**config.mk**
```make
export PLATFORM = sky130hd
export DESIGN_NAME = qsound_glue
export DESIGN_NICKNAME = d
export VERILOG_FILES = /design/src/design/qsnd_pkg.sv /design/src/design/qsound_glue.sv /design/src/design/dsp_sample_capture.sv /design/src/design/dsp_host_port.sv /design/src/design/m68_bus_lock.sv /design/src/design/z80_cpu_timing.sv /design/src/design/z80_bus_decode.sv
export SDC_FILE = /design/constraint.sdc
export NUM_CORES = 1
export LEC_CHECK = 0
export BUFFER_PORTS_ARGS = -buffer_cell sky130_fd_sc_hd__buf_2
export CAP_MARGIN = 5
export CORE_MARGIN = 10
export CORE_UTILIZATION = 40
export CTS_CLUSTER_DIAMETER = 30
export DETAILED_ROUTE_END_ITERATION = 8
export MAX_ROUTING_LAYER = met4
export PLACE_DENSITY_LB_ADDON = 0.12
export SKIP_CTS_REPAIR_TIMING = 1
export SYNTH_ARGS = -nofsm -noshare
export SYNTH_HDL_FRONTEND = slang
export SYNTH_SLANG_ARGS = --single-unit
```
**constraint.sdc**
```tcl
create_clock -name clk48 -period 2.4 [get_ports clk48]
set_input_delay 0.48 -clock clk48 [delete_from_list [all_inputs] [get_ports clk48]]
set_output_delay 0.48 -clock clk48 [all_outputs]
set_load 0.02 [all_outputs]
```
**src/design/qsnd_pkg.sv**
```systemverilog
/*
 * Shared constants and bus types for the QSound sound-board glue.
 * Every design file refers to these by scoped name.
 */
package qsnd_pkg;

    // Z80 timing
    localparam int INT_PERIOD = 32000;              // cen8 ticks between interrupts
    localparam logic [3:0] WAIT_PAGE_MIN = 4'h4;    // opcode fetch from 0x4000 up waits

    // Z80 memory map, 4 KB pages
    localparam logic [18:0] BANK_ROM_BASE = 19'h08000;
    localparam logic [3:0] RAM_PAGE_LO = 4'hC;
    localparam logic [3:0] RAM_PAGE_HI = 4'hF;
    localparam logic [3:0] IO_PAGE = 4'hD;

    // register offsets inside IO_PAGE
    localparam logic [2:0] MBOX_DATA_HI = 3'd0;
    localparam logic [2:0] MBOX_DATA_LO = 3'd1;
    localparam logic [2:0] MBOX_ADDR = 3'd2;     // writing this one interrupts the DSP
    localparam logic [2:0] BANK_REG_OFS = 3'd3;
    localparam logic [2:0] STATUS_OFS = 3'd7;

    typedef struct packed {
        logic [15:0] addr;
        logic [7:0]  dout;
        logic        mreq_n;
        logic        rd_n;
        logic        wr_n;
        logic        m1_n;
        logic        iorq_n;
    } z80_bus_t;

    typedef logic [23:1] m68_addr_t;          // word address
    typedef logic [18:0] rom_addr_t;          // 512 KB program ROM
    typedef logic [22:0] qsnd_addr_t;         // up to 8 MB of samples
    typedef logic signed [15:0] sample_t;

    typedef struct packed {
        logic       rom;
        logic       ram;
        logic       mbox_wr;
        logic       bank_wr;
        logic       status_rd;
        logic [2:0] ofs;
    } chip_sel_t;

    // data word in the upper bytes so the byte view follows the mailbox offsets
    typedef union packed {
        struct packed {
            logic [15:0] data;
            logic [7:0]  addr;
        } dsp;
        logic [0:2][7:0] bytes;               // bytes[n] is mailbox offset n
    } mbox_word_u;

    typedef struct packed {
        logic [15:0] ab;
        logic [15:0] pbus_out;
        logic        pods_n;
        logic        pids_n;
        logic        sadd;
        logic        psel;
        logic [15:0] serout;
        logic        cen_cko;
        logic        iack;
    } dsp_pins_t;

endpackage
```
**src/design/qsound_glue.sv**
```systemverilog
/*
 * QSound sound-board glue, top level. Connects the external Z80, M68000,
 * ROM, RAM and DSP16 pins to the decoder, timers, bus lock and DSP ports.
 */
`timescale 1ns/1ns

module qsound_glue (
    input  logic                  clk48,
    input  logic                  rst,
    input  logic                  cen8,
    // Z80
    input  qsnd_pkg::z80_bus_t    z80,
    input  logic                  busak_n,
    output logic [7:0]            cpu_din,
    output logic                  cpu_cen,
    output logic                  int_n,
    output logic                  busrq_n,
    // M68000
    input  qsnd_pkg::m68_addr_t   main_addr,
    input  logic [7:0]            main_dout,
    output logic [7:0]            main_din,
    input  logic                  main_ldswn,
    input  logic                  main_buse_n,
    output logic                  main_busakn,
    output logic                  main_waitn,
    // program ROM and work RAM
    output qsnd_pkg::rom_addr_t   rom_addr,
    output logic                  rom_cs,
    input  logic [7:0]            rom_data,
    input  logic                  rom_ok,
    output logic [12:0]           ram_addr,
    output logic                  ram_we,
    output logic [7:0]            ram_din,
    input  logic [7:0]            ram_dout,
    // DSP16
    input  qsnd_pkg::dsp_pins_t   dsp,
    output logic                  dsp_rst,
    output logic                  dsp_irq,
    output logic [15:0]           pbus_in,
    output qsnd_pkg::qsnd_addr_t  qsnd_addr,
    // audio
    output qsnd_pkg::sample_t     left,
    output qsnd_pkg::sample_t     right,
    output logic                  sample
);

    logic                main_busn;     // low while the M68000 owns the bus
    qsnd_pkg::chip_sel_t sel;

    m68_bus_lock u_bus_lock (
        .clk48     (clk48),
        .rst       (rst),
        .cen8      (cen8),
        .buse_n    (main_buse_n),
        .busak_n   (busak_n),
        .busrq_n   (busrq_n),
        .main_busn (main_busn)
    );

    z80_bus_decode u_decode (
        .clk48       (clk48),
        .rst         (rst),
        .z80         (z80),
        .main_busn   (main_busn),
        .main_addr   (main_addr),
        .main_dout   (main_dout),
        .main_ldswn  (main_ldswn),
        .rom_data    (rom_data),
        .rom_ok      (rom_ok),
        .ram_dout    (ram_dout),
        .dsp_irq     (dsp_irq),
        .dsp_iack    (dsp.iack),
        .sel         (sel),
        .bus_din     (ram_din),         // also the mailbox write byte
        .rom_addr    (rom_addr),
        .rom_cs      (rom_cs),
        .ram_addr    (ram_addr),
        .ram_we      (ram_we),
        .cpu_din     (cpu_din),
        .main_din    (main_din),
        .main_busakn (main_busakn),
        .main_waitn  (main_waitn),
        .dsp_rst     (dsp_rst)
    );

    z80_cpu_timing u_timing (
        .clk48   (clk48),
        .rst     (rst),
        .cen8    (cen8),
        .z80     (z80),
        .int_n   (int_n),
        .cpu_cen (cpu_cen)
    );

    dsp_host_port u_host_port (
        .clk48     (clk48),
        .rst       (rst),
        .sel       (sel),
        .bus_din   (ram_din),
        .dsp       (dsp),
        .dsp_irq   (dsp_irq),
        .pbus_in   (pbus_in),
        .qsnd_addr (qsnd_addr)
    );

    dsp_sample_capture u_capture (
        .clk48  (clk48),
        .rst    (rst),
        .dsp    (dsp),
        .left   (left),
        .right  (right),
        .sample (sample)
    );

endmodule

```
**src/design/dsp_sample_capture.sv**
```systemverilog
/*
 * Stereo sample capture from the DSP16 serial side. Words are taken in
 * parallel on sadd falls and released as a pair on a psel rise.
 */
`timescale 1ns/1ns

module dsp_sample_capture (
    input  logic                 clk48,
    input  logic                 rst,
    input  qsnd_pkg::dsp_pins_t  dsp,
    output qsnd_pkg::sample_t    left,
    output qsnd_pkg::sample_t    right,
    output logic                 sample
);

    qsnd_pkg::sample_t pend_l;
    qsnd_pkg::sample_t pend_r;
    logic              last_sadd;
    logic              last_psel;

    always_ff @(posedge clk48 or posedge rst) begin
        if (rst) begin
            last_sadd <= 1'b0;
            last_psel <= 1'b1;              // no false rise out of reset
            sample    <= 1'b0;
        end else begin
            last_sadd <= dsp.sadd;
            last_psel <= dsp.psel;
            sample    <= dsp.psel && !last_psel;
        end
    end

    always_ff @(posedge clk48) begin
        if (!dsp.sadd && last_sadd) begin
            if (!dsp.psel)
                pend_l <= dsp.serout;
            else
                pend_r <= dsp.serout;
        end
        if (dsp.psel && !last_psel) begin
            left  <= pend_l;                // both channels change together
            right <= pend_r;
        end
    end

endmodule

```
**src/design/dsp_host_port.sv**
```systemverilog
/*
 * CPU to DSP16 mailbox and sample-ROM address latch. The Z80 fills the
 * mailbox bytes, the DSP reads them back over its parallel input port.
 */
`timescale 1ns/1ns

module dsp_host_port (
    input  logic                  clk48,
    input  logic                  rst,
    input  qsnd_pkg::chip_sel_t   sel,
    input  logic [7:0]            bus_din,
    input  qsnd_pkg::dsp_pins_t   dsp,
    output logic                  dsp_irq,
    output logic [15:0]           pbus_in,
    output qsnd_pkg::qsnd_addr_t  qsnd_addr
);

    qsnd_pkg::mbox_word_u mbox;
    logic [1:0]           datasel;
    logic                 last_pids_n;
    logic                 last_pods_n;
    logic                 pids_rise;
    logic                 pods_rise;
    logic                 addr_wr;

    assign pids_rise = dsp.pids_n && !last_pids_n;
    assign pods_rise = dsp.pods_n && !last_pods_n;
    assign addr_wr   = sel.mbox_wr && sel.ofs == qsnd_pkg::MBOX_ADDR;

    // mailbox bytes, one per offset
    always_ff @(posedge clk48) begin
        if (sel.mbox_wr)
            mbox.bytes[sel.ofs[1:0]] <= bus_din;
    end

    always_ff @(posedge clk48 or posedge rst) begin
        if (rst) begin
            last_pids_n <= 1'b1;
            last_pods_n <= 1'b1;
        end else begin
            last_pids_n <= dsp.pids_n;
            last_pods_n <= dsp.pods_n;
        end
    end

    // address byte first, then the data word
    always_ff @(posedge clk48 or posedge rst) begin
        if (rst) begin
            dsp_irq <= 1'b0;
            datasel <= 2'b00;
        end else begin
            if (addr_wr) begin
                dsp_irq <= 1'b1;
                datasel <= 2'b11;
            end else if (pids_rise) begin
                dsp_irq <= 1'b0;            // DSP took the address
                datasel <= datasel >> 1;
            end
        end
    end

    assign pbus_in = datasel[1] ? {8'd0, mbox.dsp.addr} : mbox.dsp.data;

    // sample-ROM address, low half from the parallel port
    always_ff @(posedge clk48) begin
        if (pods_rise)
            qsnd_addr[15:0] <= dsp.pbus_out;
        if (dsp.ab[15] && dsp.cen_cko)
            qsnd_addr[22:16] <= dsp.ab[6:0];    // upper bits ride on the address bus
    end

endmodule

```
**src/design/m68_bus_lock.sv**
```systemverilog
/*
 * Hands the Z80 bus to the M68000. The request goes straight to the Z80,
 * the grant follows its bus acknowledge after two cen8 ticks.
 */
`timescale 1ns/1ns

module m68_bus_lock (
    input  logic clk48,
    input  logic rst,
    input  logic cen8,
    input  logic buse_n,
    input  logic busak_n,
    output logic busrq_n,
    output logic main_busn
);

    logic [1:0] latch;

    assign busrq_n = buse_n;

    always_ff @(posedge clk48 or posedge rst) begin
        if (rst) begin
            latch <= 2'b11;
        end else begin
            if (buse_n)
                latch <= 2'b11;
            else if (cen8)
                latch <= {latch[0], busak_n};
        end
    end

    // request released, grant goes at once
    assign main_busn = latch[1] | busrq_n;

endmodule

```
**src/design/z80_cpu_timing.sv**
```systemverilog
/*
 * Z80 interrupt timer and opcode-fetch wait state. Drives int_n and the
 * gated clock enable of the external Z80.
 */
`timescale 1ns/1ns

module z80_cpu_timing (
    input  logic               clk48,
    input  logic               rst,
    input  logic               cen8,
    input  qsnd_pkg::z80_bus_t z80,
    output logic               int_n,
    output logic               cpu_cen
);

    logic [14:0] cnt;
    logic        cnt_over;
    logic        fetch_hi;
    logic        skip;      // swallow the next cen8
    logic        done;      // this fetch already got its wait

    assign cnt_over = cnt == 15'(qsnd_pkg::INT_PERIOD - 1);

    always_ff @(posedge clk48 or posedge rst) begin
        if (rst) begin
            cnt   <= 15'd0;
            int_n <= 1'b1;
        end else begin
            if (cen8)
                cnt <= cnt_over ? 15'd0 : cnt + 15'd1;
            if (!z80.m1_n && !z80.iorq_n)
                int_n <= 1'b1;              // interrupt acknowledge cycle
            else if (cen8 && cnt_over)
                int_n <= 1'b0;
        end
    end

    assign fetch_hi = !z80.m1_n && !z80.mreq_n && z80.addr[15:12] >= qsnd_pkg::WAIT_PAGE_MIN;

    always_ff @(posedge clk48 or posedge rst) begin
        if (rst) begin
            skip <= 1'b0;
            done <= 1'b0;
        end else begin
            if (z80.m1_n)
                done <= 1'b0;               // re-arm for the next fetch
            if (cen8) begin
                if (skip) begin
                    skip <= 1'b0;
                end else if (fetch_hi && !done) begin
                    skip <= 1'b1;
                    done <= 1'b1;
                end
            end
        end
    end

    assign cpu_cen = cen8 & ~skip;

endmodule

```
**src/design/z80_bus_decode.sv**
```systemverilog
/*
 * Sound bus decoder. Muxes the Z80 or the M68000 onto the bus, registers
 * the chip selects and ROM address, keeps the bank register and builds read data.
 */
`timescale 1ns/1ns

module z80_bus_decode (
    input  logic                  clk48,
    input  logic                  rst,
    input  qsnd_pkg::z80_bus_t    z80,
    input  logic                  main_busn,
    input  qsnd_pkg::m68_addr_t   main_addr,
    input  logic [7:0]            main_dout,
    input  logic                  main_ldswn,
    input  logic [7:0]            rom_data,
    input  logic                  rom_ok,
    input  logic [7:0]            ram_dout,
    input  logic                  dsp_irq,
    input  logic                  dsp_iack,
    output qsnd_pkg::chip_sel_t   sel,
    output logic [7:0]            bus_din,
    output qsnd_pkg::rom_addr_t   rom_addr,
    output logic                  rom_cs,
    output logic [12:0]           ram_addr,
    output logic                  ram_we,
    output logic [7:0]            cpu_din,
    output logic [7:0]            main_din,
    output logic                  main_busakn,
    output logic                  main_waitn,
    output logic                  dsp_rst
);

    logic [15:0]         bus_a;
    logic                bus_wrn;
    logic                bus_rdn;
    logic                bus_mreqn;
    logic [3:0]          page;
    logic [2:0]          ofs;
    logic                io_acc;
    logic [3:0]          bank;
    logic                dsp_rdy_n;
    logic                main_busn_dly;
    qsnd_pkg::rom_addr_t z80_rom_addr;

    // M68000 side takes over while main_busn is low
    assign bus_a     = main_busn ? z80.addr : main_addr[16:1];
    assign bus_wrn   = main_busn ? z80.wr_n : main_ldswn;
    assign bus_rdn   = main_busn ? z80.rd_n : ~main_ldswn;
    assign bus_din   = main_busn ? z80.dout : main_dout;
    assign bus_mreqn = main_busn & z80.mreq_n;

    assign page   = bus_a[15:12];
    assign ofs    = bus_a[2:0];
    assign io_acc = !bus_mreqn && page == qsnd_pkg::IO_PAGE;

    // 0x8000-0xBFFF is a 16 KB window into ROM above BANK_ROM_BASE
    assign z80_rom_addr = bus_a[15] ? ({1'b0, bank, bus_a[13:0]} + qsnd_pkg::BANK_ROM_BASE)
                                    : {4'd0, bus_a[14:0]};

    always_ff @(posedge clk48 or posedge rst) begin
        if (rst) begin
            sel      <= '0;
            rom_addr <= '0;
        end else begin
            sel.rom     <= !bus_mreqn && (!bus_a[15] || bus_a[15:14] == 2'b10);
            sel.ram     <= !bus_mreqn && (page == qsnd_pkg::RAM_PAGE_LO ||
                                          page == qsnd_pkg::RAM_PAGE_HI);
            sel.mbox_wr <= io_acc && !bus_wrn && (ofs == qsnd_pkg::MBOX_DATA_HI ||
                                                  ofs == qsnd_pkg::MBOX_DATA_LO ||
                                                  ofs == qsnd_pkg::MBOX_ADDR);
            sel.bank_wr   <= io_acc && !bus_wrn && ofs == qsnd_pkg::BANK_REG_OFS;
            sel.status_rd <= io_acc && !bus_rdn && ofs == qsnd_pkg::STATUS_OFS;
            sel.ofs       <= ofs;
            if (!bus_mreqn) begin
                rom_addr <= main_busn ? z80_rom_addr : main_addr[19:1];
            end
        end
    end

    // bank number and DSP reset share one register
    always_ff @(posedge clk48 or posedge rst) begin
        if (rst) begin
            bank          <= 4'd0;
            dsp_rst       <= 1'b1;
            main_busn_dly <= 1'b1;
        end else begin
            main_busn_dly <= main_busn;
            if (sel.bank_wr) begin
                bank    <= bus_din[3:0];
                dsp_rst <= ~bus_din[7];     // bit 7 set lets the DSP run
            end
        end
    end

    always_ff @(posedge clk48) begin
        main_din <= cpu_din;
    end

    assign rom_cs   = sel.rom;
    assign ram_addr = bus_a[12:0];          // C and F pages fold onto 8 KB
    assign ram_we   = sel.ram && !bus_wrn;

    // DSP still busy while the irq is pending or being acknowledged
    assign dsp_rdy_n = ~(dsp_irq | dsp_iack);

    always_comb begin
        if (sel.rom)
            cpu_din = rom_data;
        else if (sel.ram)
            cpu_din = ram_dout;
        else if (sel.status_rd)
            cpu_din = {dsp_rdy_n, 3'b111, bank};
        else
            cpu_din = 8'hff;                // open bus
    end

    // M68000 is held off until the ROM data is there
    assign main_busakn = main_busn_dly | (sel.rom & ~rom_ok);
    assign main_waitn  = main_busn | ~sel.rom | rom_ok;

endmodule

```
==> qor.yml <==
synth:
  synth_ff_type: "edfxtp_1"
  yosys.area.top_type_share_pct: 49.7
  synth_edf_count: 111
  yosysSeqAreaShare_pct: 74.3
  syn-cell-area_um2: 6710
  yosys-top-cells-area: "edfxtp_1 (50%), dfrtp_1 (19%), nand2_1 (4.3%)"
  async_flop_share_pct: 33.1
  ys_warn_count: 0
  yosysMostFrequentCell: "edfxtp_1"
  synth_nets: 610
  synth_top_area_cell: "edfxtp_1"
  synth.avg_cell_area_um2: 14.2
  synth-seq-cells: 178
  ys_types: 49
  syn_inst: 471
  synthTopCellsByCount: "edfxtp_1 (111), nand2_1 (77), dfrtp_1 (51)"
sta:
  hold_viol: 0
  fmax_ghz: 0.442
  fin_crit_sh_pct: 94.3
  rsz0062_at_grt: "false"
  fin_skew_ps: 13.8
  slew_viol_final: 0
  worst_slew_pin_slew_ps: 724
  setup_viol: 0
  period_needed_ps: 2260
  fin_tns_setup_ps: 0
  relSlewSlack_pct: 51.5
  fin_ws_ps: 136
cts:
  clk_pin_slew_ps: 80
  clk_latency_ps: 420
  cts_tree: "built"
  cts_sinks: 178
  cts_buffers: 17
  htreeDepth: 4
  cts_max_path_buffers: 2
  cts-root-buf: "clkbuf_16"
power:
  p_seq_share_pct: 50.0
  p_per_area_nw_per_um2: 802
  switching_share_pct: 26.5
  power.internal_w: 0.00529
  clock_power_share_pct: 38.6
  vdd.ir_drop.worst_mv: 0.470
  switching_power_w: 0.00191
  pwr-share-comb_pct: 11.4
  p_leak_nw: 3.94
floorplan:
  fp-row-count: 47
  die-area_um2: 22300
  initial_core_util_pct: 40.6
  core_area_um2: 16500
  io_pins: 274
  die_w_um: 149
  dieHeight_um: 149
placement:
  pre_cts_slack_ps: 271
  portBuffers: 261
  dp_hpwl_mm: 13.5
  dp.cells: 948
  gp_congestion: 0.808
setup_path:
  rrSetupSlack_ps: 490
  crit_slowest_cell: "dfstp_2"
  worstPathRequired_ps: 1920
  crit_family: "flip-flops"
  critical_path_class: "flop to output port"
  worstPathArrival_ps: 1780
  end_kind: "output port"
  cp_max_fo: 33
  crit_buf_inv: 3
  crit_path_start_kind: "flop"
  path_common_cell: "nand2_1"
  cp_cell_sequence: "nor2_2 -> inv_1 -> buf_12 -> nand2_1 -> nand2_1 -> buf_2"
  slowest_delay_ps: 540
global_route:
  track_usage_pct: 15.9
  grt_overflow: 0
  grt_pass1_vias: 5028
  grt_antenna_before_repair: 1
  grt_first_pass_wirelength_mm: 27.0
  grt_max_degree: 34
route:
  wl_per_cell_um: 17.6
  initialDrtViolationCount: 180
  avgViaCountPerCell: 4.81
  drt_first_pass_iters: 4
  route.detailed.drc: 0
  drt-total-wl_mm: 17.3
  vias: 4727
  antenna_left: 0
finish:
  regArea_um2: 4980
  area_growth_pct: 33.7
  multi_input_area_um2: 1570
  layout-drive-gt1-share_pct: 45.4
  nNetsFinal: 886
  instances_no_fill: 982
  fill_cells: 1432
worst_hold_path:
  hold_path.class: "input port to flop"
outcome:
  outcome: "complete, no violations"
flow_run:
  maxCapViolations: 0
-- state kept, by name (all words and copies together), names as in the netlist, 2 cells and up --
register,flops
u_bus_lock.latch,2
u_capture.left,16
u_capture.pend_l,16
u_capture.pend_r,16
u_capture.right,16
u_decode.bank,4
u_decode.main_din,8
u_decode.rom_addr,19
u_decode.sel,7
u_host_port.mbox,24
u_host_port.qsnd_addr,23
u_timing.cnt,15
-- layout by cell type, fill, tap and decap left out, types with 3 or more instances in the layout --
cell	netlist	routed
dfxtp_1	8	8
and3_1	6	6
and3b_1	3	3
o21ai_0	9	9
xor2_1	4	4
nor4_1	6	6
mux2i_1	6	6
buf_2	4	261
a31oi_1	6	6
a221oi_1	4	4
inv_1	19	18
xnor2_1	11	11
inv_8	0	4
nand4_1	5	5
edfxtp_1	111	111
a21oi_1	12	12
buf_4	1	12
nand2_1	77	77
clkinv_8	0	3
nand3_1	5	5
buf_12	0	3
inv_6	0	4
a21o_1	5	5
dfrtp_1	51	51
nor2_1	31	31
mux2_2	20	20
clkbuf_16	0	17
nor2b_1	13	12
dfstp_2	8	8
nand2b_1	3	3
-- power groups by stage --
stage,clock [W],sequential [W],combinational (W)
finish,0.00278,0.00360,0.000820
global route,0.00300,0.00362,0.000909
CTS,0.00286,0.00360,0.000838
detailed placement,0,0.00366,0.000835
global placement,0,0.00365,0.000818
floorplan,0,0.00375,0.000359
-- worst paths after layout --
path	start	endpoint	depth (start not counted)
min in group asynchronous	rst	u_timing.cnt[7]	2
min reg2reg	u_capture.pend_r[1]	u_capture.right[1]	0
min	dsp[21]	u_host_port.last_pods_n	1
max reg2reg	u_timing.cnt[0]	u_timing.cnt[11]	5
max in group asynchronous	rst	u_host_port.last_pids_n	3
max	u_bus_lock.latch[1]	ram_din[7]	6
-- layout make-up --
type | instances | area share, %
well taps | 220 | 3.07
inverters | 19 | 0.795
diodes | 2 | 0.0558
multi-input cells | 255 | 17.5
flip-flops and latches | 178 | 55.5
clock buffers | 17 | 4.74
repair buffers | 276 | 16.2
clock inverters | 15 | 2.02
-- cell families (layout without fill, tap and decap cells) --
kind of cell	Yosys count	in the layout	synth area share (%)
compound gates	47	47	4.70
xor+xnor	15	15	1.96
fa+ha+maj	2	2	0.373
buf+inv	38	327	2.48
flops	178	178	74.3
mux	26	26	4.25
other cells	0	2	0
simple gates	165	165	12.0
-- layer usage --
layer  global-route usage (%)  vias up  wire length (µm)
met4                     5.59        0               269
met5                        -        -                 0
met3                     4.86       23              1370
li1                         -     2240                 -
met1                     19.2     2270              7360
met2                     24.7      194              8280
-- stage by stage --
| stage | power, W | cell area, µm² | util, % | hold WS, ps |
|---|---|---|---|---|
| after floorplan | 0.00411 | 6710 | - | 400 |
| after global placement | 0.00447 | 8360 | 50.6 | 400 |
| after detailed placement | 0.00449 | 8360 | 50.6 | 405 |
| after CTS | 0.00729 | 8960 | 54.2 | 139 |
| after global routing | 0.00753 | 8960 | 54.3 | 142 |
| final | 0.00720 | 8970 | 54.3 | 159 |
No activity file was read; power rests on OpenSTA's default activity.
